File: src/logic/blur_pkg.sv
// shared definitions for the 3x3 gaussian blur pipeline
// QVGA resolution, pixel and window structs, raster tracker states
package blur_pkg;

    localparam int h_active = 320; // pixels per line
    localparam int v_active = 240; // lines per frame
    localparam int pix_w    = 8;
    localparam int pos_w    = 9;         // column and row counter width
    localparam int sum_w    = pix_w + 4; // kernel weights add up to 16

    typedef logic [sum_w-1:0] sum_t;

    // one accepted pixel with its raster position
    typedef struct packed {
        logic             valid;
        logic [pos_w-1:0] col;
        logic [pos_w-1:0] row;
        logic [pix_w-1:0] data;
    } pixel_pos_t;

    // 3x3 neighbourhood, first index is the row, t00 is oldest row and column
    typedef struct packed {
        logic             valid;
        logic [pix_w-1:0] t00;
        logic [pix_w-1:0] t01;
        logic [pix_w-1:0] t02;
        logic [pix_w-1:0] t10;
        logic [pix_w-1:0] t11;
        logic [pix_w-1:0] t12;
        logic [pix_w-1:0] t20;
        logic [pix_w-1:0] t21;
        logic [pix_w-1:0] t22;
    } window_t;

    typedef enum logic [1:0] {
        rs_wait_frame, // nothing accepted until the first vsync
        rs_blank,      // between lines
        rs_line        // inside an active line
    } raster_state_e;

endpackage

File: src/logic/raster_tracker.sv
`timescale 1ns/10ps
// raster position tracker
// follows vsync and active_area and tags each accepted pixel with its column and row
module raster_tracker (
    input  logic                       clk,
    input  logic                       rst_n,
    input  logic                       enable,
    input  logic                       vsync,
    input  logic                       active_area,
    input  logic [blur_pkg::pix_w-1:0] pixel_in,
    output blur_pkg::pixel_pos_t       pos
);

    blur_pkg::raster_state_e    state;
    logic                       active_prev;
    logic [blur_pkg::pos_w-1:0] col_cnt;    // next column in the current line
    logic [blur_pkg::pos_w-1:0] row_cnt;    // row of the current line
    logic [blur_pkg::pos_w-1:0] col_cur;
    logic                       line_start;
    logic                       line_end;
    logic                       accept;
    logic                       pos_valid;
    logic [blur_pkg::pos_w-1:0] pos_col;
    logic [blur_pkg::pos_w-1:0] pos_row;
    logic [blur_pkg::pix_w-1:0] pos_data;

    assign line_start = active_area && !active_prev;
    assign line_end   = !active_area && active_prev && (state == blur_pkg::rs_line);
    assign col_cur    = line_start ? '0 : col_cnt; // first pixel of a line sits in column 0

    // pixels past the end of a line or frame are dropped
    assign accept = enable && active_area && !vsync
                 && ((state == blur_pkg::rs_line)
                     || (state == blur_pkg::rs_blank && line_start))
                 && (col_cur < blur_pkg::h_active)
                 && (row_cnt < blur_pkg::v_active);

    always_ff @(posedge clk or negedge rst_n) begin
        if (!rst_n) begin
            state       <= blur_pkg::rs_wait_frame;
            active_prev <= 1'b0;
            col_cnt     <= '0;
            row_cnt     <= '0;
            pos_valid   <= 1'b0;
        end else begin
            active_prev <= active_area;
            pos_valid   <= accept;
            if (vsync) begin // frame start wins over everything
                state   <= blur_pkg::rs_blank;
                col_cnt <= '0;
                row_cnt <= '0;
            end else begin
                case (state)
                    blur_pkg::rs_blank: begin
                        if (line_start) state <= blur_pkg::rs_line;
                    end
                    blur_pkg::rs_line: begin
                        if (line_end) begin
                            state <= blur_pkg::rs_blank;
                            if (row_cnt < blur_pkg::v_active) row_cnt <= row_cnt + 1'b1;
                        end
                    end
                    default: state <= state; // wait for vsync
                endcase
                if (accept) col_cnt <= col_cur + 1'b1;
                else if (line_start) col_cnt <= '0;
            end
        end
    end

    always_ff @(posedge clk) begin
        if (accept) begin
            pos_col  <= col_cur;
            pos_row  <= row_cnt;
            pos_data <= pixel_in;
        end
    end

    assign pos = '{valid: pos_valid, col: pos_col, row: pos_row, data: pos_data};

endmodule

File: config.mk
export PLATFORM = sky130hd
export DESIGN_NAME = raster_tracker
export DESIGN_NICKNAME = d
export VERILOG_FILES = /design/src/logic/blur_pkg.sv /design/src/logic/raster_tracker.sv
export SDC_FILE = /design/constraint.sdc
export NUM_CORES = 1
export LEC_CHECK = 0
export BUFFER_PORTS_ARGS = -buffer_cell sky130_fd_sc_hd__buf_4
export CAP_MARGIN = 20
export CORE_ASPECT_RATIO = 1.1
export CORE_MARGIN = 3
export CORE_UTILIZATION = 45
export DETAILED_ROUTE_END_ITERATION = 8
export GPL_ROUTABILITY_DRIVEN = 0
export PLACE_DENSITY = 0.67
export SKIP_CTS_REPAIR_TIMING = 1
export SYNTH_ARGS = -nofsm -noshare
export SYNTH_HDL_FRONTEND = slang
export SYNTH_SLANG_ARGS = --single-unit
export TNS_END_PERCENT = 30
File: constraint.sdc
create_clock -name clk -period 6.65 [get_ports clk]
set_input_delay 0 -clock clk [delete_from_list [all_inputs] [get_ports clk]]
set_output_delay 0 -clock clk [all_outputs]
set_load 0.02 [all_outputs]
## Word-level counts from Yosys, hierarchy flattened

Cells that the tools add are included.

- Register bits after elaboration: 48
- Latch bits: 0
- Bits in writable memories: 0
- ROM bits: 0
- Bits of input ports: 13
- Output and inout port bits: 27
- Word-level logic and storage cells: 46
- Memories: 0

- Add/subtract/negate cells: 2
- Multipliers: 0
- Div/mod/pow operators: 0
- Magnitude comparators: 2
- Equal/unequal tests: 4
- Shift-type cells: 0
- Multiplexer cells: 11
- Bitwise gates (word level): 0
- Reductions and logical operators: 19

Operator list:

| operator | count |
|---|---|
| $mux W9 | 7 |
| $add A9 B1 Y9 const B | 2 |
| $logic_and A1 B1 Y1 | 9 |
| $lt A9 B8 Y1 const B | 1 |
| $lt A9 B9 Y1 const B | 1 |
| $mux W2 | 3 |
| $ne A3 B3 Y1 const B | 2 |
| $reduce_and A3 Y1 | 2 |
| $reduce_bool A2 Y1 | 3 |
| $pmux W2 S2 | 1 |
| $logic_not A1 Y1 | 3 |
| $reduce_bool A3 Y1 | 1 |
| $eq A2 B1 Y1 const B | 1 |
| $eq A2 B2 Y1 const B | 1 |
| $logic_or A1 B1 Y1 | 1 |

## Depth between registers and ports, before layout

- Depth after elaboration: 9
- Gate-level depth with buffers: 8
- Gate-level depth less buffers: 7

## Worst setup path after synthesis

No wires, ideal clock.

- Path type: register to register
- Start point: register col_cnt[6] in the netlist's numbering
- End point: register pos_col[0] in the netlist's numbering, enable pin
- Library setup time: 0.410 ns
- Data arrival time: 2.179 ns
- Data required time: 6.240 ns
- Path slack: 4.061 ns
- Stages on the path, launching flop included: 4
- Buffers on the path: 0
- Period minus slack after synthesis: 2.589 ns
- Path through: dfrtp_1 -> or2_1 -> a311o_1 -> nor2_1

- Word-level cells in the longest chain between the ends: 4

Ends and longest elaborated chain:

| element | RTL line | RTL |
|---|---|---|
| start, declared | raster_tracker.sv:16 | `logic [blur_pkg::pos_w-1:0] col_cnt;` |
| start signal, assigned | raster_tracker.sv:65 | `if (accept) col_cnt <= col_cur + 1'b1;` |
| $mux W9 | - |  |
| $lt A9 B9 Y1 | raster_tracker.sv:35 | `&& (col_cur < blur_pkg::h_active)` |
| $logic_and A1 B1 Y1 | raster_tracker.sv:35 |  |
| $logic_and A1 B1 Y1 | raster_tracker.sv:36 | `&& (row_cnt < blur_pkg::v_active);` |
| net accept | raster_tracker.sv:21 | `logic accept;` |
| end signal, assigned | raster_tracker.sv:73 | `pos_col <= col_cur;` |
| end, declared | raster_tracker.sv:23 | `logic [blur_pkg::pos_w-1:0] pos_col;` |

The timed path passes the listed nets, and every way through them passes these cells.
A chain may end at the register's enable or synchronous reset.

## Worst setup path in the final report

- Start point: register active_prev
- End point: register pos_row[0] in the netlist's numbering, enable pin

- Word-level cells in the longest chain between the ends: 7
- Elaborated cells between the ends (all ways): 9
- Those cells by class: 1 x order compare; 1 x mux; 7 x reduce/logical

Ends and longest elaborated chain:

| element | RTL line | RTL |
|---|---|---|
| start, declared | raster_tracker.sv:15 | `logic active_prev;` |
| start signal, assigned | raster_tracker.sv:46 | `active_prev <= active_area;` |
| $logic_not A1 Y1 (*) | raster_tracker.sv:27 | `assign line_start = active_area && !active_prev;` |
| $logic_and A1 B1 Y1 (*) | raster_tracker.sv:27 |  |
| branches (longest 3 deep; another with $lt A9 B9 Y1) | - |  |
| $logic_and A1 B1 Y1 (*) | raster_tracker.sv:35 |  |
| $logic_and A1 B1 Y1 (*) | raster_tracker.sv:36 |  |
| net accept | raster_tracker.sv:21 |  |
| end signal, assigned | raster_tracker.sv:74 | `pos_row <= row_cnt;` |
| end, declared | raster_tracker.sv:24 | `logic [blur_pkg::pos_w-1:0] pos_row;` |

Mark *: on every way through the listed nets, which the timed path passes.

==> summary.json <==
{
  "synth": {
    "synth-compound-area-share": 0.0925,
    "yosysWarnings": 0,
    "synthArstFlopShare": 0.458,
    "synthCells": 156,
    "post_synth_most_frequent_cells": "edfxtp_1, dfrtp_1, nor2_1",
    "ys_seq_elements": 48,
    "synth-seq-area-share": 0.652,
    "dominant_cell_by_count_in_the_synthesized_netlist": "edfxtp_1",
    "syn_area_per_cell_um2": 13.1,
    "synth_xor_area_frac": 0.0257,
    "synth_adder_area_share": 0.0122,
    "postSynthNetCount": 171,
    "synth-edff-count": 26,
    "muxShareOfSynthArea": 0.0214,
    "synthesis.area_um2": 2040,
    "netlist.top_cell.by_area": "edfxtp_1",
    "synthDominantCellAreaShare": 0.382,
    "synth_top_family_by_area": "simple AND/OR/NAND/NOR gates",
    "synth_area_leaders": "edfxtp_1, dfrtp_1, xor2_1",
    "synth_flop_cell": "edfxtp_1",
    "post_synth_and_or_nand_nor_area_fraction": 0.176,
    "netlist-cell-type-count": 43
  },
  "sta": {
    "tightestPinTransition_ns": 0.457,
    "timing.final.crit_period_ns": 2.24,
    "timing.hold.ws_ns": 0.0537,
    "layout_worst_path_cycle_share": 0.337,
    "highest_clock_rate_mhz": 446,
    "finalHoldViolCount": 0,
    "finalSetupViolCount": 0,
    "fin_setup_tns_ns": 0,
    "finalMaxSlewViolations": 0,
    "skew_ns": 0.00920,
    "grt_setup_unrepaired": "no",
    "slew_headroom": 0.695
  },
  "clock_tree": {
    "clkSlewWorstSetupHoldPaths_ns": 0.09,
    "clock_tree_from_tritoncts": "built",
    "insertion_delay_ns": 0.30,
    "clock_path_buffers": 2,
    "ctsRootBufferMaster": "clkbuf_8",
    "cts.sink_count": 48,
    "numCtsBuffers": 5,
    "htree_num_levels": 2
  },
  "final_layout": {
    "drive_gt1_frac": 0.281,
    "finish.utilization": 0.603,
    "antenna_cells": 0,
    "fillerInstances": 336,
    "area_growth_pct": 28.3,
    "fin_nets": 224
  },
  "global_routing": {
    "grt_start_max_net_pins": 27,
    "vias_in_the_first_global_route": 1254,
    "grt_pass1_wl_um": 6200,
    "grt_antenna_before_repair": 0,
    "globalRoute.totalOverflow": 0,
    "track_usage": 0.147
  },
  "critical_path": {
    "worst-r2r-cell-count": 4,
    "slowest_stage": "a311o_1",
    "timing.critical_path.buf_inv": 1,
    "worst_setup_path_start_kind": "flop",
    "critical_path_required_ns": 6.64,
    "endpoint_class_of_the_critical_path": "flop",
    "timing.critical_path.max_delay_family": "simple AND/OR/NAND/NOR gates",
    "arrival_time_of_data_at_the_critical_path_endpoint_ns": 2.23,
    "r2r-start": "active_prev",
    "critPathMaxStageDelay_ns": 0.44,
    "worst-path-max-fanout": 19,
    "worstReg2RegEnd": "pos_row[0]",
    "rrSetupSlack_ns": 4.41,
    "path_class": "flop to flop",
    "critical_path_cell_by_cell": "nand2b_2, a311o_1, nor2_2, buf_4"
  },
  "hold_path": {
    "min-delay-start": "vsync",
    "min_path_type": "input pin to flop",
    "hold_depth": 2,
    "holdPathEnd": "col_cnt[0]"
  },
  "run_status": {
    "outcome": "complete, no violations"
  },
  "power_and_ir_drop": {
    "p_leak_nw": 1.10,
    "vdd_drop_max_v": 0.000128,
    "power_per_unit_of_standard_cell_area_nw_per_um2": 230
  },
  "die": {
    "die-height_um": 76.7,
    "core_area_um2": 4350,
    "std_cell_rows": 25,
    "initial_core_util": 0.470,
    "dieArea_um2": 5390,
    "ioPinCount": 40,
    "die-width_um": 70.2
  },
  "job": {
    "maxCapViolations": 0
  },
  "detailed_routing": {
    "vias_per_cell": 5.30,
    "top_layer": "met4",
    "met3_wirelength_um": 226,
    "met1_length_um": 1720,
    "drcViolationCount": 0,
    "first_iter_violations": 99,
    "routed_wirelength_um": 3830,
    "ant_nets": 0,
    "vias": 1399,
    "detailedRoute.firstPassIterationCount": 4,
    "wl_per_cell_um": 14.5,
    "wl_met2_um": 1830
  },
  "placed_design": {
    "portBuffers": 39,
    "post-dp-hpwl_um": 2630
  }
}
stage by stage:
step	setup WS, ns	std cells	area, um2	total power [mW]
after detailed placement	4.43	245	2380	0.360
after global routing	4.29	264	2620	0.624
after floorplan	4.06	156	2040	0.344
after CTS	4.41	253	2520	0.603
final	4.41	264	2620	0.602
after global placement	4.54	245	2380	0.358
flip-flops by register name (all words and copies together) (netlist names):
name         flops
row_cnt          9
active_prev      1
pos_data         8
pos_col          9
pos_valid        1
state            2
col_cnt          9
pos_row          9
area by class of cell:
type / count / area (um2) / share of cell area
sequential: 48 / 1330 / 0.508
multi-input combinational: 100 / 673 / 0.257
timing repair buffer: 51 / 405 / 0.155
clock buffer: 6 / 72.6 / 0.0277
tap: 54 / 67.6 / 0.0258
clock inverter: 2 / 60.1 / 0.0229
inverter: 3 / 11.3 / 0.00430
worst max-delay path by stage:
stage / from / to / slack (ns) / cells after the start
6_report: active_prev / pos_row[0] / 4.41 / 4
3_3_place_gp: active_prev / pos_row[0] / 4.54 / 4
3_5_place_dp: active_prev / pos_row[2] / 4.43 / 4
2_1_floorplan: col_cnt[6] / pos_col[0] / 4.06 / 3
5_1_grt: active_prev / pos_row[2] / 4.29 / 4
4_1_cts: active_prev / pos_row[0] / 4.41 / 4
layout by cell type, fill, tap and decap left out, types with 3 or more instances in the layout:
cell / n
buf_4: 40
edfxtp_1: 26
dfrtp_1: 22
nor2_1: 12
dlygate4sd3_1: 10
a21oi_1: 9
and2_1: 8
nand2_1: 8
nand3_1: 6
xor2_1: 6
nand4_1: 5
clkbuf_8: 5
nor2b_1: 4
o21ai_0: 4
inv_1: 3
nor3_1: 3
mux2_2: 3
cells by family after synthesis:
group	Yosys count
and+or+nand+nor	64
DFF	48
AOI/OAI and AO/OA	24
buffers and inverters	8
xor gates and xnor gates	6
muxes	4
adders and majority gates	2
power breakdown:
group	internal, mW	switching (mW)	leakage [nW]	total [mW]
clock	0.150	0.0940	0.0654	0.244
combinational	0.0173	0.0208	0.484	0.0382
sequential	0.317	0.00297	0.555	0.320
total	0.484	0.118	1.10	0.602
layer usage:
metal / vias to the layer above / track usage
li1: 673 / -
met1: 670 / 0.191
met2: 51 / 0.228
met3: 5 / 0.0459
met4: 0 / 0.0594
met5: - / 0
(Power assumes the default switching activity.)
