===== src/logic/blur_pkg.sv =====
// shared definitions for the 3x3 gaussian blur pipeline
// QVGA resolution, pixel and window structs, raster tracker states
package blur_pkg;

    localparam int h_active = 320; // pixels per line
    localparam int v_active = 240; // lines per frame
    localparam int pix_w    = 8;
    localparam int pos_w    = 9;         // column and row counter width
    localparam int sum_w    = pix_w + 4; // kernel weights add up to 16

    typedef logic [sum_w-1:0] sum_t;

    // one accepted pixel with its raster position
    typedef struct packed {
        logic             valid;
        logic [pos_w-1:0] col;
        logic [pos_w-1:0] row;
        logic [pix_w-1:0] data;
    } pixel_pos_t;

    // 3x3 neighbourhood, first index is the row, t00 is oldest row and column
    typedef struct packed {
        logic             valid;
        logic [pix_w-1:0] t00;
        logic [pix_w-1:0] t01;
        logic [pix_w-1:0] t02;
        logic [pix_w-1:0] t10;
        logic [pix_w-1:0] t11;
        logic [pix_w-1:0] t12;
        logic [pix_w-1:0] t20;
        logic [pix_w-1:0] t21;
        logic [pix_w-1:0] t22;
    } window_t;

    typedef enum logic [1:0] {
        rs_wait_frame, // nothing accepted until the first vsync
        rs_blank,      // between lines
        rs_line        // inside an active line
    } raster_state_e;

endpackage


===== src/logic/gaussian_kernel.sv =====
`timescale 1ns/10ps
// gaussian 1-2-1 kernel, weighted sum then divide by 16
module gaussian_kernel (
    input  logic                       clk,
    input  logic                       rst_n,
    input  blur_pkg::window_t          win,
    output logic [blur_pkg::pix_w-1:0] pixel_out,
    output logic                       filter_ready
);

    blur_pkg::sum_t corner_sum;
    blur_pkg::sum_t side_sum;
    blur_pkg::sum_t center_px;
    blur_pkg::sum_t sum_q;
    logic           valid_q;

    assign corner_sum = blur_pkg::sum_t'(win.t00) + blur_pkg::sum_t'(win.t02)
                      + blur_pkg::sum_t'(win.t20) + blur_pkg::sum_t'(win.t22); // weight 1
    assign side_sum   = blur_pkg::sum_t'(win.t01) + blur_pkg::sum_t'(win.t10)
                      + blur_pkg::sum_t'(win.t12) + blur_pkg::sum_t'(win.t21); // weight 2
    assign center_px  = blur_pkg::sum_t'(win.t11);                             // weight 4

    // stage one
    always_ff @(posedge clk) begin
        if (win.valid) sum_q <= corner_sum + (side_sum << 1) + (center_px << 2);
    end

    always_ff @(posedge clk or negedge rst_n) begin
        if (!rst_n) begin
            valid_q      <= 1'b0;
            filter_ready <= 1'b0;
            pixel_out    <= '0;
        end else begin
            valid_q      <= win.valid;
            filter_ready <= valid_q;                                   // stage two
            pixel_out    <= valid_q ? sum_q[blur_pkg::sum_w-1:4] : '0; // truncating /16
        end
    end

endmodule


===== config.mk =====
export PLATFORM = sky130hd
export DESIGN_NAME = gaussian_kernel
export DESIGN_NICKNAME = d
export VERILOG_FILES = /design/src/logic/blur_pkg.sv /design/src/logic/gaussian_kernel.sv
export SDC_FILE = /design/constraint.sdc
export NUM_CORES = 1
export LEC_CHECK = 0
export BUFFER_PORTS_ARGS = -buffer_cell sky130_fd_sc_hd__buf_4
export CAP_MARGIN = 20
export CORE_UTILIZATION = 51
export CTS_CLUSTER_DIAMETER = 100
export CTS_CLUSTER_SIZE = 16
export DETAILED_ROUTE_END_ITERATION = 8
export PLACE_DENSITY_LB_ADDON = 0.12
export SYNTH_ARGS = -nofsm -noshare
export SYNTH_HDL_FRONTEND = slang
export SYNTH_SLANG_ARGS = --single-unit
export TNS_END_PERCENT = 50

===== constraint.sdc =====
create_clock -name clk -period 0.8 [get_ports clk]
set_clock_uncertainty 0.05 [all_clocks]
set_input_delay 0.04 -clock clk [delete_from_list [all_inputs] [get_ports clk]]
set_output_delay 0.04 -clock clk [all_outputs]
set_load 0.05 [all_outputs]

-- Word level (Yosys, flattened, before mapping)
Cells that the tools add are included.
- memories kept: 0
- input bits: 75
- flip-flop bits (word level): 22
- memory bits (read-only): 0
- bits in latches: 0
- bits in writable memories: 0
- bitwise gates (word level): 0
- equality and inequality tests: 0
- multipliers: 0
- $add $sub $neg: 8
- div/mod/pow operators: 0
- reductions and logical operators: 0
- $lt $le $gt $ge: 0
- shifts and indexed selects: 0
- multiplexer cells: 1
- operators by type and width (operator ; count):
    $add 10x8->11 ; 2
    $add 9x8->10 ; 2
    $add 8x8->9 ; 2
    $add 11x12->12 ; 1
    $add 12x10->12 ; 1
    $mux 8 ; 1

-- Logic depth before layout (Yosys ltp)
Gate-level depths: netlist (run 1).
- depth after elaboration: 5
- mapped depth: 23
- gate-level depth less buffers: 23

-- Worst setup path after synthesis (run 1)
No wires, ideal clock.
- kind: input to register
- start point: input win[10] in the netlist's numbering
- end point: register sum_q[11] (data pin)
- arrival time: 4981 ps
- required time: 486 ps
- slack: -4495 ps
- cell stages on the path: 18
- buffers on the path: 0
- path through: inv_1 -> fa_1 -> fa_1 -> inv_1 -> ha_1 -> a21o_1 -> a21oi_1 -> xor2_1 -> fa_1 -> fa_1 -> fa_1 -> inv_1 -> ha_1 -> and4_1 -> a221o_1 -> or4_1 -> a31oi_1 -> xor2_1
- cells in the longest elaborated chain, start to end: 3
- RTL lines (item ; line ; source):
    from (decl) ; gaussian_kernel.sv:6 ; input blur_pkg::window_t win,
    $add 10x8->11 ; gaussian_kernel.sv:20 ; + blur_pkg::sum_t'(win.t12) + blur_pkg::sum_t'(win.t21);
    $add 11x12->12 ; gaussian_kernel.sv:25 ; if (win.valid) sum_q <= corner_sum + (side_sum << 1) + (center_px << 2);
    $add 12x10->12 ; gaussian_kernel.sv:25 ;
    to (signal assigned) ; gaussian_kernel.sv:25 ;
    to (decl) ; gaussian_kernel.sv:14 ; blur_pkg::sum_t sum_q;
No other way between the ends.
A chain may end at the register's enable or synchronous reset.

-- Worst setup path in the final report (run 1)
- start point: input win[12] in the netlist's numbering
- end point: register sum_q[11] (data pin)
Same word-level chain as after synthesis.

==> results of run 1 <==
-- cells in the final DEF (no fill, tap or decap), types with 2 or more instances in the layout --
master	n
a21oi_1	3
a21oi_2	3
and2_1	8
and3_1	2
buf_4	98
buf_6	15
clkbuf_8	3
dfrtp_1	9
dlygate4sd3_1	2
edfxtp_1	8
fa_1	42
fa_2	3
ha_1	17
ha_4	5
inv_1	79
inv_2	5
nand2_1	2
nand4_1	2
nor2_1	5
nor2_2	2
nor3_1	3
o21ai_2	3
xnor2_1	4
xor2_1	7
-- power by group through the flow --
| stage | clock, mW | sequential, mW | combinational, mW |
|---|---|---|---|
| floorplan | 0 | 2.49 | 9.62 |
| global placement | 0 | 2.05 | 14.3 |
| detailed placement | 0 | 2.06 | 14.7 |
| CTS | 0.618 | 2.07 | 16.0 |
| global route | 0.663 | 2.06 | 19.6 |
| finish | 0.611 | 2.07 | 18.1 |
-- worst max path at each step --
stage,startpoint,end,slack [ns],depth (start not counted)
after floorplan,win[42],sum_q[11]$_DFFE_PP_,-4.29,18
after global placement,win[41],sum_q[11]$_DFFE_PP_,-4.49,18
after detailed placement,win[41],sum_q[11]$_DFFE_PP_,-4.58,24
after CTS,win[41],sum_q[11]$_DFFE_PP_,-4.29,19
after global routing,win[29],sum_q[11]$_DFFE_PP_,-4.37,21
final,win[12],sum_q[11]$_DFFE_PP_,-4.20,21
-- repair_timing --
item | 4_1_cts | 5_1_grt
hold buffers | 2 | 0
resized for setup | 25 | 18
endpoints found under the setup margin | 17 | 25
pin swaps | 30 | 17
endpoints found under the hold margin | 11 | 0
setup buffers | 4 | 2
-- critical path, cell delays in order --
cell and delay, ns:
buf_4 0.08, inv_1 0.04, fa_1 0.50, fa_1 0.51
inv_1 0.04, ha_1 0.30, and3_1 0.16, a21oi_2 0.13
nand2_1 0.08, nor2_2 0.12, xor2_1 0.20, fa_1 0.47
fa_1 0.47, fa_1 0.49, inv_1 0.06, ha_4 0.25
a211oi_4 0.28, nor2_2 0.07, or4_4 0.43, a31oi_4 0.15
xor2_1 0.08
-- flip-flops by register name (all words and copies together) (netlist names) --
| register | count |
|---|---|
| pixel_out | 8 |
| filter_ready | 1 |
| sum_q | 8 |
| valid_q | 1 |
-- routing by layer --
layer / part of all wire (%) / up-vias
met2: 57 / 71
met3: 5.8 / 10
met1: 35 / 960
met5: 0 / -
met4: 2.2 / 0
li1: - / 949
-- final cells by class --
class | count | share of cell area [%]
tap | 52 | 1.78
sequential | 18 | 13.5
clock buffer | 3 | 1.13
clock inverter | 1 | 0.103
multi-input combinational | 134 | 48.7
inverter | 86 | 9.11
timing repair buffer | 116 | 25.7
-- cells by family (layout without fill, tap and decap cells) --
logic type | count (synthesis) | count (layout) | share of synthesized area (%)
buffers and inverters | 86 | 206 | 13.3
adders and majority gates | 68 | 68 | 48.8
and+or+nand+nor | 31 | 31 | 7.04
AOI/OAI and AO/OA | 23 | 23 | 6.38
DFF | 18 | 18 | 20.2
xor gates and xnor gates | 12 | 12 | 4.32
==> flow_metrics.py, run 1 <==
metrics = {
    "status": {
        "status": "finished with violations",
        "violations": "design-rule violations, negative setup slack",
    },
    "min_path": {
        "hold_path.class": "input pin to register",
        "hold_depth": 1,
        "min_to": "sum_q[4]$_DFFE_PP_",
        "hp-start": "win[72]",
    },
    "die": {
        "rows": 24,
        "start_util_pct": 54.4,
        "die_y_um": 71.1,
        "core_area_um2": 4470,
        "ioPinCount": 84,
        "die_area_um2": 5050,
        "die_x_um": 71.1,
    },
    "power_and_ir_drop": {
        "power_frac_seq_pct": 10.0,
        "p_clk_share_pct": 2.9,
        "p_per_area_nw_per_um2": 5680,
        "netSwitchingPower_mw": 8.82,
        "switching_share_pct": 42.5,
        "ir_worst_vdd_mv": 6.34,
        "leakagePower_nw": 1.94,
        "pwr-share-comb_pct": 87.1,
        "finalPower_mw": 20.7,
        "p_int_mw": 11.9,
    },
    "global_route": {
        "use_met1_pct": 22.7,
        "track_usage_pct": 22.2,
        "grt_pass1_wl_um": 8710,
        "use_met3_pct": 4.56,
        "grt_max_degree": 11,
        "antenna_found_initial": 0,
        "met2_usage_pct": 45.5,
        "grt_pass1_vias": 2172,
        "grt_most_used_layer": "met2",
        "grt_overflow": 0,
    },
    "logic_synthesis": {
        "netlist_top_cells_area": "fa_1, inv_1, ha_1, dfrtp_1, edfxtp_1",
        "yosysWarnings": 0,
        "async_reset_ff_share_pct": 55.6,
        "synth_top_flop_cell": "dfrtp_1",
        "synth_top_cell_by_area": "fa_1",
        "mappedNetlistNets": 381,
        "syn_area_um2": 2430,
        "synth_commonest_cells": "inv_1, fa_1, ha_1",
        "synth.top_cell.area_share_pct": 37.0,
        "synth.most_common_cell": "inv_1",
        "syn_avg_cell_area_um2": 10.2,
        "synthesis.instances": 238,
        "synth-edff-count": 8,
        "ys_seq_elements": 18,
        "synth-seq-area-share_pct": 20.2,
        "synth_cell_types": 31,
    },
    "critical_path": {
        "r2r_cells": 1,
        "reg2reg_from": "valid_q$_DFF_PN0_",
        "critPathArrivalTime_ns": 4.95,
        "endpoint_kind": "register",
        "r2r_slack_ns": 0.03,
        "required_ns": 0.75,
        "cp-start-kind": "input pin",
        "r2r-end": "pixel_out[4]$_DFF_PN0_",
        "critical_path_class": "input pin to register",
        "worstPathMaxFanout": 2,
    },
    "layout": {
        "fillCellCount": 302,
        "n_antenna_cell": 0,
        "finalNetCount": 502,
        "stdcell_count": 410,
        "final_area_um2": 3650,
        "utilization_pct": 81.6,
        "area_delta_synth_final_pct": 50.1,
        "drive_above_1_share_pct": 42.2,
        "multiInputGateArea_um2": 1780,
        "seq_area_um2": 492,
    },
    "timing": {
        "setup_violations": 17,
        "layout_min_cycle_time_ns": 5.00,
        "finalCritPeriodShare_pct": 625,
        "worst_slew_pin_slew_ns": 0.256,
        "drv_slew": 0,
        "grt_setup_unrepaired": "true",
        "setup_ws_ns": -4.20,
        "fmax_ghz": 0.200,
        "final_hold_viol_count": 0,
        "max_slew_margin_pct": 82.8,
        "fin_setup_tns_ns": -32.06,
        "holdWs_ns": 0.0333,
    },
    "routing": {
        "via_per_inst": 4.85,
        "wl_per_cell_um": 12.5,
        "wl_um": 5140,
        "drt_pass1_iterations": 8,
        "drt_iter0_drc": 86,
        "drc": 8,
        "vias": 1990,
        "antenna_left": 0,
    },
    "clock_network": {
        "cts_tree": "done",
        "clock_path_buffers": 2,
        "cts.clk_slew.worst_paths_ns": 0.06,
        "htreeDepth": 1,
        "clock-sinks": 18,
        "numCtsBuffers": 3,
        "clk-insertion-delay-late_ns": 0.25,
        "clockRootBuffer": "clkbuf_8",
    },
    "placement": {
        "gp_congestion": 0.874,
        "place_ws_ns": -4.58,
        "placed_area_um2": 3400,
        "placed_cells": 399,
        "dp_hpwl_um": 4270,
        "numPortBuffers": 83,
    },
    "job": {
        "drv_cap": 0,
    },
}
Power figures use the tool's default switching activity.
==> run 2, diff against run 1 <==
==> constraint.sdc (replaced) <==
create_clock -name clk -period 5.3 [get_ports clk]
set_clock_uncertainty 0.05 [all_clocks]
set_input_delay 0.265 -clock clk [delete_from_list [all_inputs] [get_ports clk]]
set_output_delay 0.265 -clock clk [all_outputs]
set_load 0.05 [all_outputs]
==> flow_metrics.py, run 2 (same netlist as run 1, synthesis figures left out) <==
metrics = {
    "layout": {
        "utilization_pct": 76.7,
        "n_antenna_cell": 0,
        "drive_above_1_share_pct": 36.6,
        "layout_common_cells": "buf_4, inv_1, fa_1",
        "reg.largest.list": "pixel_out: 8 flops, sum_q: 8 flops",
        "final_common_cell": "buf_4",
        "area_delta_synth_final_pct": 41.0,
        "stdcell_count": 399,
        "finalNetCount": 491,
    },
    "routing": {
        "wl_per_cell_um": 11.6,
        "drt_pass1_iterations": 6,
        "drt_iter0_drc": 53,
        "wl_um": 4630,
        "via_per_inst": 4.83,
        "drc": 7,
        "vias": 1926,
        "antenna_left": 0,
    },
    "global_route": {
        "grt_pass1_wl_um": 8100,
        "track_usage_pct": 20.3,
        "grt_pass1_vias": 2019,
        "grt_overflow": 0,
        "antenna_found_initial": 0,
        "grt_max_degree": 11,
    },
    "clock_network": {
        "cts_tree": "done",
        "numCtsBuffers": 3,
        "htreeDepth": 1,
        "cts.clk_slew.worst_paths_ns": 0.06,
        "clockRootBuffer": "clkbuf_8",
        "clk-insertion-delay-late_ns": 0.25,
        "clock-sinks": 18,
        "clock_path_buffers": 2,
    },
    "critical_path": {
        "cp.buffers_inverters": 5,
        "cp_cell_sequence": "buf_4 > inv_1 > fa_1 > fa_1 > inv_1 > ha_4 > inv_2 > fa_2 > xor2_2 > fa_1 > fa_1 > fa_1 > inv_2 > ha_4 > and4_1 > a221o_1 > or4_1 > a31oi_1 > xor2_1",
        "endpoint": "sum_q[11]$_DFFE_PP_",
        "r2r_slack_ns": 4.50,
        "r2r_cells": 1,
        "critPathArrivalTime_ns": 5.20,
        "worstPathMaxFanout": 3,
        "critical_path_class": "input pin to register",
        "cpLargestDelayFamily": "adder cells",
        "cp_num_cells": 19,
        "reg2reg_from": "valid_q$_DFF_PN0_",
        "cp_common_cell": "fa_1",
        "cp-start-kind": "input pin",
        "endpoint_kind": "register",
        "critPathLaunch": "win[41]",
        "required_ns": 5.26,
        "slowest_delay_ns": 0.55,
        "r2r-end": "pixel_out[4]$_DFF_PN0_",
        "slowest_stage": "fa_1",
    },
    "timing": {
        "worst_slew_pin_slew_ns": 0.266,
        "finalCritPeriodShare_pct": 99.0,
        "fin_setup_tns_ns": 0,
        "final_hold_viol_count": 0,
        "setup_violations": 0,
        "max_slew_margin_pct": 82.1,
        "drv_slew": 0,
        "layout_min_cycle_time_ns": 5.25,
        "fmax_ghz": 0.191,
        "grt_setup_unrepaired": "true",
    },
    "placement": {
        "numPortBuffers": 83,
        "gp_congestion": 0.832,
        "placed_cells": 392,
        "dp_hpwl_um": 4190,
    },
    "die": {
        "start_util_pct": 54.4,
        "die_y_um": 71.1,
        "die_x_um": 71.1,
        "core_area_um2": 4470,
        "die_area_um2": 5050,
        "rows": 24,
        "ioPinCount": 84,
    },
    "power_and_ir_drop": {
        "pwr-share-comb_pct": 85.0,
        "power_frac_seq_pct": 11.5,
        "ir_worst_vdd_mv": 0.850,
        "p_int_mw": 1.56,
        "finalPower_mw": 2.71,
        "switching_share_pct": 42.5,
        "netSwitchingPower_mw": 1.15,
        "leakagePower_nw": 1.87,
        "p_per_area_nw_per_um2": 790,
        "p_clk_share_pct": 3.5,
    },
    "status": {
        "status": "finished with violations",
        "violations": "design-rule violations",
    },
    "job": {
        "drv_cap": 0,
    },
    "min_path": {
        "hold_path.class": "input pin to register",
    },
}
[run 2: cell count changes in the layout (fill, tap and decap cells not counted), moves of 2 or more]
| cell | delta |
|---|---|
| buf_4 | +5 |
| buf_6 | -14 |
| fa_1 | +2 |
| fa_2 | -2 |
| ha_1 | +2 |
| inv_1 | +2 |
| nor2_1 | +2 |
| o21ai_2 | -2 |
[run 2: how the worst min path moves through the flow]
stage / from / to / depth (start not counted)
after floorplan: rst_n / filter_ready$_DFF_PN0_ / 0
after global placement: rst_n / pixel_out[1]$_DFF_PN0_ / 1
after detailed placement: rst_n / pixel_out[0]$_DFF_PN0_ / 1
after CTS: win[72] / valid_q$_DFF_PN0_ / 1
after global routing: win[72] / valid_q$_DFF_PN0_ / 1
final: win[72] / valid_q$_DFF_PN0_ / 1
[run 2: cell type report]
cell class | instances | area, um2
clock buffer | 4 | 45.0
fill | 338 | 1040
inverter | 86 | 325
multi-input combinational | 134 | 1710
sequential | 18 | 490
tap | 52 | 65.1
timing repair buffer | 105 | 795
[run 2: through the flow]
step | setup slack [ns] | hold slack, ns | instance area (um2)
finish | 0.0522 | 0.172 | 3430
global route | -0.152 | 0.173 | 3430
CTS | -0.0190 | 0.165 | 3400
detailed placement | -0.321 | 0.0471 | 3320
global placement | -0.216 | 0.0435 | 3320
floorplan | -0.0157 | -0.0806 | 2490
[run 2: repair_timing]
item / 4_1_cts / 5_1_grt
resized for setup: 5 / 8
endpoints found under the hold margin: 10 / 0
gates cloned: 0 / 0
setup buffers: 1 / 1
hold buffers: 1 / 0
setup endpoints to repair: 1 / 5
pin swaps: 10 / 10
[run 2: per-layer routing]
metal  routed length, um  vias up  track usage [%]
met2                2600       62             40.2
met3                 260        5             3.42
met1                1730      931             22.9
met4                  40        0             3.33
met5                   0        -                0
li1                    -      928                -
[run 2: power groups by stage]
stage / combinational [mW] / sequential, mW / clock (mW)
6_report: 2.30 / 0.311 / 0.0956
5_1_grt: 2.59 / 0.316 / 0.103
4_1_cts: 2.25 / 0.311 / 0.0978
3_5_place_dp: 2.19 / 0.313 / 0
3_3_place_gp: 2.07 / 0.312 / 0
2_1_floorplan: 1.39 / 0.375 / 0
==> run 3, diff against run 2 <==
==> constraint.sdc (replaced) <==
create_clock -name clk -period 5.3 [get_ports clk]
set_clock_uncertainty 0.05 [all_clocks]
set_input_delay 0.53 -clock clk [delete_from_list [all_inputs] [get_ports clk]]
set_output_delay 0.53 -clock clk [all_outputs]
set_load 0.05 [all_outputs]
==> flow_metrics.py, run 3 (same netlist as run 1, synthesis figures left out) <==
metrics = {
    "status": {
        "status": "finished with violations",
        "violations": "design-rule violations, negative setup slack",
    },
    "critical_path": {
        "critPathArrivalTime_ns": 5.40,
        "critical_path_class": "input pin to register",
        "cp.buffers_inverters": 5,
        "cp_common_cell": "fa_1",
        "slowest_delay_ns": 0.53,
        "required_ns": 5.26,
        "cpLargestDelayFamily": "adder cells",
        "endpoint_kind": "register",
        "slowest_stage": "fa_1",
        "reg2reg_from": "valid_q$_DFF_PN0_",
        "critPathLaunch": "win[9]",
        "worstPathMaxFanout": 4,
        "r2r_slack_ns": 4.51,
        "cp-start-kind": "input pin",
        "cp_cell_sequence": "buf_4 > inv_2 > fa_2 > fa_1 > inv_2 > ha_4 > buf_4 > a21o_1 > a21oi_2 > xor2_1 > fa_1 > fa_1 > fa_1 > inv_2 > ha_4 > and4_1 > a221o_1 > or4_1 > a31oi_1 > xor2_1",
    },
    "layout": {
        "utilization_pct": 79.1,
        "fillCellCount": 308,
        "multiInputGateArea_um2": 1760,
        "seq_area_um2": 490,
        "reg.largest.list": "pixel_out: 8 flops, sum_q: 8 flops",
        "drive_above_1_share_pct": 40.6,
        "n_antenna_cell": 0,
        "final_common_cell": "buf_4",
        "final_area_um2": 3540,
        "layout_common_cells": "buf_4, inv_1, fa_1",
        "area_delta_synth_final_pct": 45.3,
        "stdcell_count": 404,
        "finalNetCount": 496,
    },
    "die": {
        "die_area_um2": 5050,
        "ioPinCount": 84,
        "die_x_um": 71.1,
        "start_util_pct": 54.4,
        "die_y_um": 71.1,
        "core_area_um2": 4470,
        "rows": 24,
    },
    "placement": {
        "gp_congestion": 0.835,
        "numPortBuffers": 83,
        "place_ws_ns": -0.558,
        "placed_cells": 397,
        "dp_hpwl_um": 4090,
        "placed_area_um2": 3380,
    },
    "global_route": {
        "grt_overflow": 0,
        "track_usage_pct": 20.8,
        "grt_pass1_wl_um": 8140,
        "grt_max_degree": 11,
        "antenna_found_initial": 0,
        "grt_pass1_vias": 2075,
    },
    "clock_network": {
        "htreeDepth": 1,
        "clockRootBuffer": "clkbuf_8",
        "holdBufCountCts": 0,
        "clock_path_buffers": 2,
        "clk-insertion-delay-late_ns": 0.25,
        "cts.clk_slew.worst_paths_ns": 0.06,
        "numCtsBuffers": 3,
        "clock-sinks": 18,
        "cts_tree": "done",
    },
    "power_and_ir_drop": {
        "ir_worst_vdd_mv": 0.940,
        "p_per_area_nw_per_um2": 814,
        "leakagePower_nw": 1.90,
    },
    "routing": {
        "wl_per_cell_um": 11.7,
        "drc": 8,
        "drt_pass1_iterations": 7,
        "wl_um": 4730,
        "antenna_left": 0,
        "vias": 1910,
        "drt_iter0_drc": 50,
        "via_per_inst": 4.73,
    },
    "timing": {
        "grt_setup_unrepaired": "true",
        "fmax_ghz": 0.184,
        "final_hold_viol_count": 0,
        "setup_violations": 3,
        "worst_slew_pin_slew_ns": 0.244,
        "finalCritPeriodShare_pct": 103,
        "max_slew_margin_pct": 83.6,
        "layout_min_cycle_time_ns": 5.44,
        "fin_setup_tns_ns": -0.211,
        "drv_slew": 0,
        "setup_ws_ns": -0.145,
    },
    "job": {
        "drv_cap": 0,
    },
    "min_path": {
        "hold_path.class": "input pin to asynchronous set/reset pin",
    },
}
[run 3: cell types whose count changed in the layout (fill, tap and decap cells not counted), sizes merged]
cell and delta:
dlygate4sd3 -1, buf +6, clkbuf -1, clkinv +1
[run 3: final timing paths]
path	endpoint	cells after the start
setup / recovery	sum_q[11]$_DFFE_PP_	20
hold / removal	filter_ready$_DFF_PN0_	1
setup reg to reg	pixel_out[3]$_DFF_PN0_	1
hold reg to reg	pixel_out[4]$_DFF_PN0_	1
max in group asynchronous	pixel_out[2]$_DFF_PN0_	1
min in group clk	pixel_out[4]$_DFF_PN0_	1
[run 3: timing repair]
action	4_1_cts	5_1_grt
gates resized for setup	10	15
endpoints found under the hold margin	0	0
pin swaps	19	31
buffers inserted	1	2
endpoints found under the setup margin	5	6
[run 3: power by group]
part,internal (mW),total [mW],switching [mW]
clock,0.0515,0.0949,0.0433
combinational,1.31,2.47,1.16
sequential,0.300,0.310,0.0101
[run 3: area by class of cell]
type / count / share of cell area (%)
tap: 52 / 1.84
inverter: 86 / 9.41
clock inverter: 1 / 0.106
timing repair buffer: 110 / 23.8
multi-input combinational: 134 / 49.8
clock buffer: 3 / 1.17
sequential: 18 / 13.9
[run 3: per-layer routing]
| metal | vias up | part of all wire, % | global-route usage (%) |
|---|---|---|---|
| li1 | 936 | - | - |
| met1 | 910 | 37 | 22.4 |
| met2 | 57 | 56 | 40.7 |
| met3 | 7 | 5.4 | 3.70 |
| met4 | 0 | 1.7 | 7.11 |
| met5 | - | 0 | 0 |
[run 3: through the flow]
step	total power, mW	hold WS (ns)
2_1_floorplan	1.83	0.184
3_3_place_gp	2.49	0.308
3_5_place_dp	2.55	0.311
4_1_cts	2.72	0.0337
5_1_grt	3.20	0.0329
6_report	2.88	0.0362
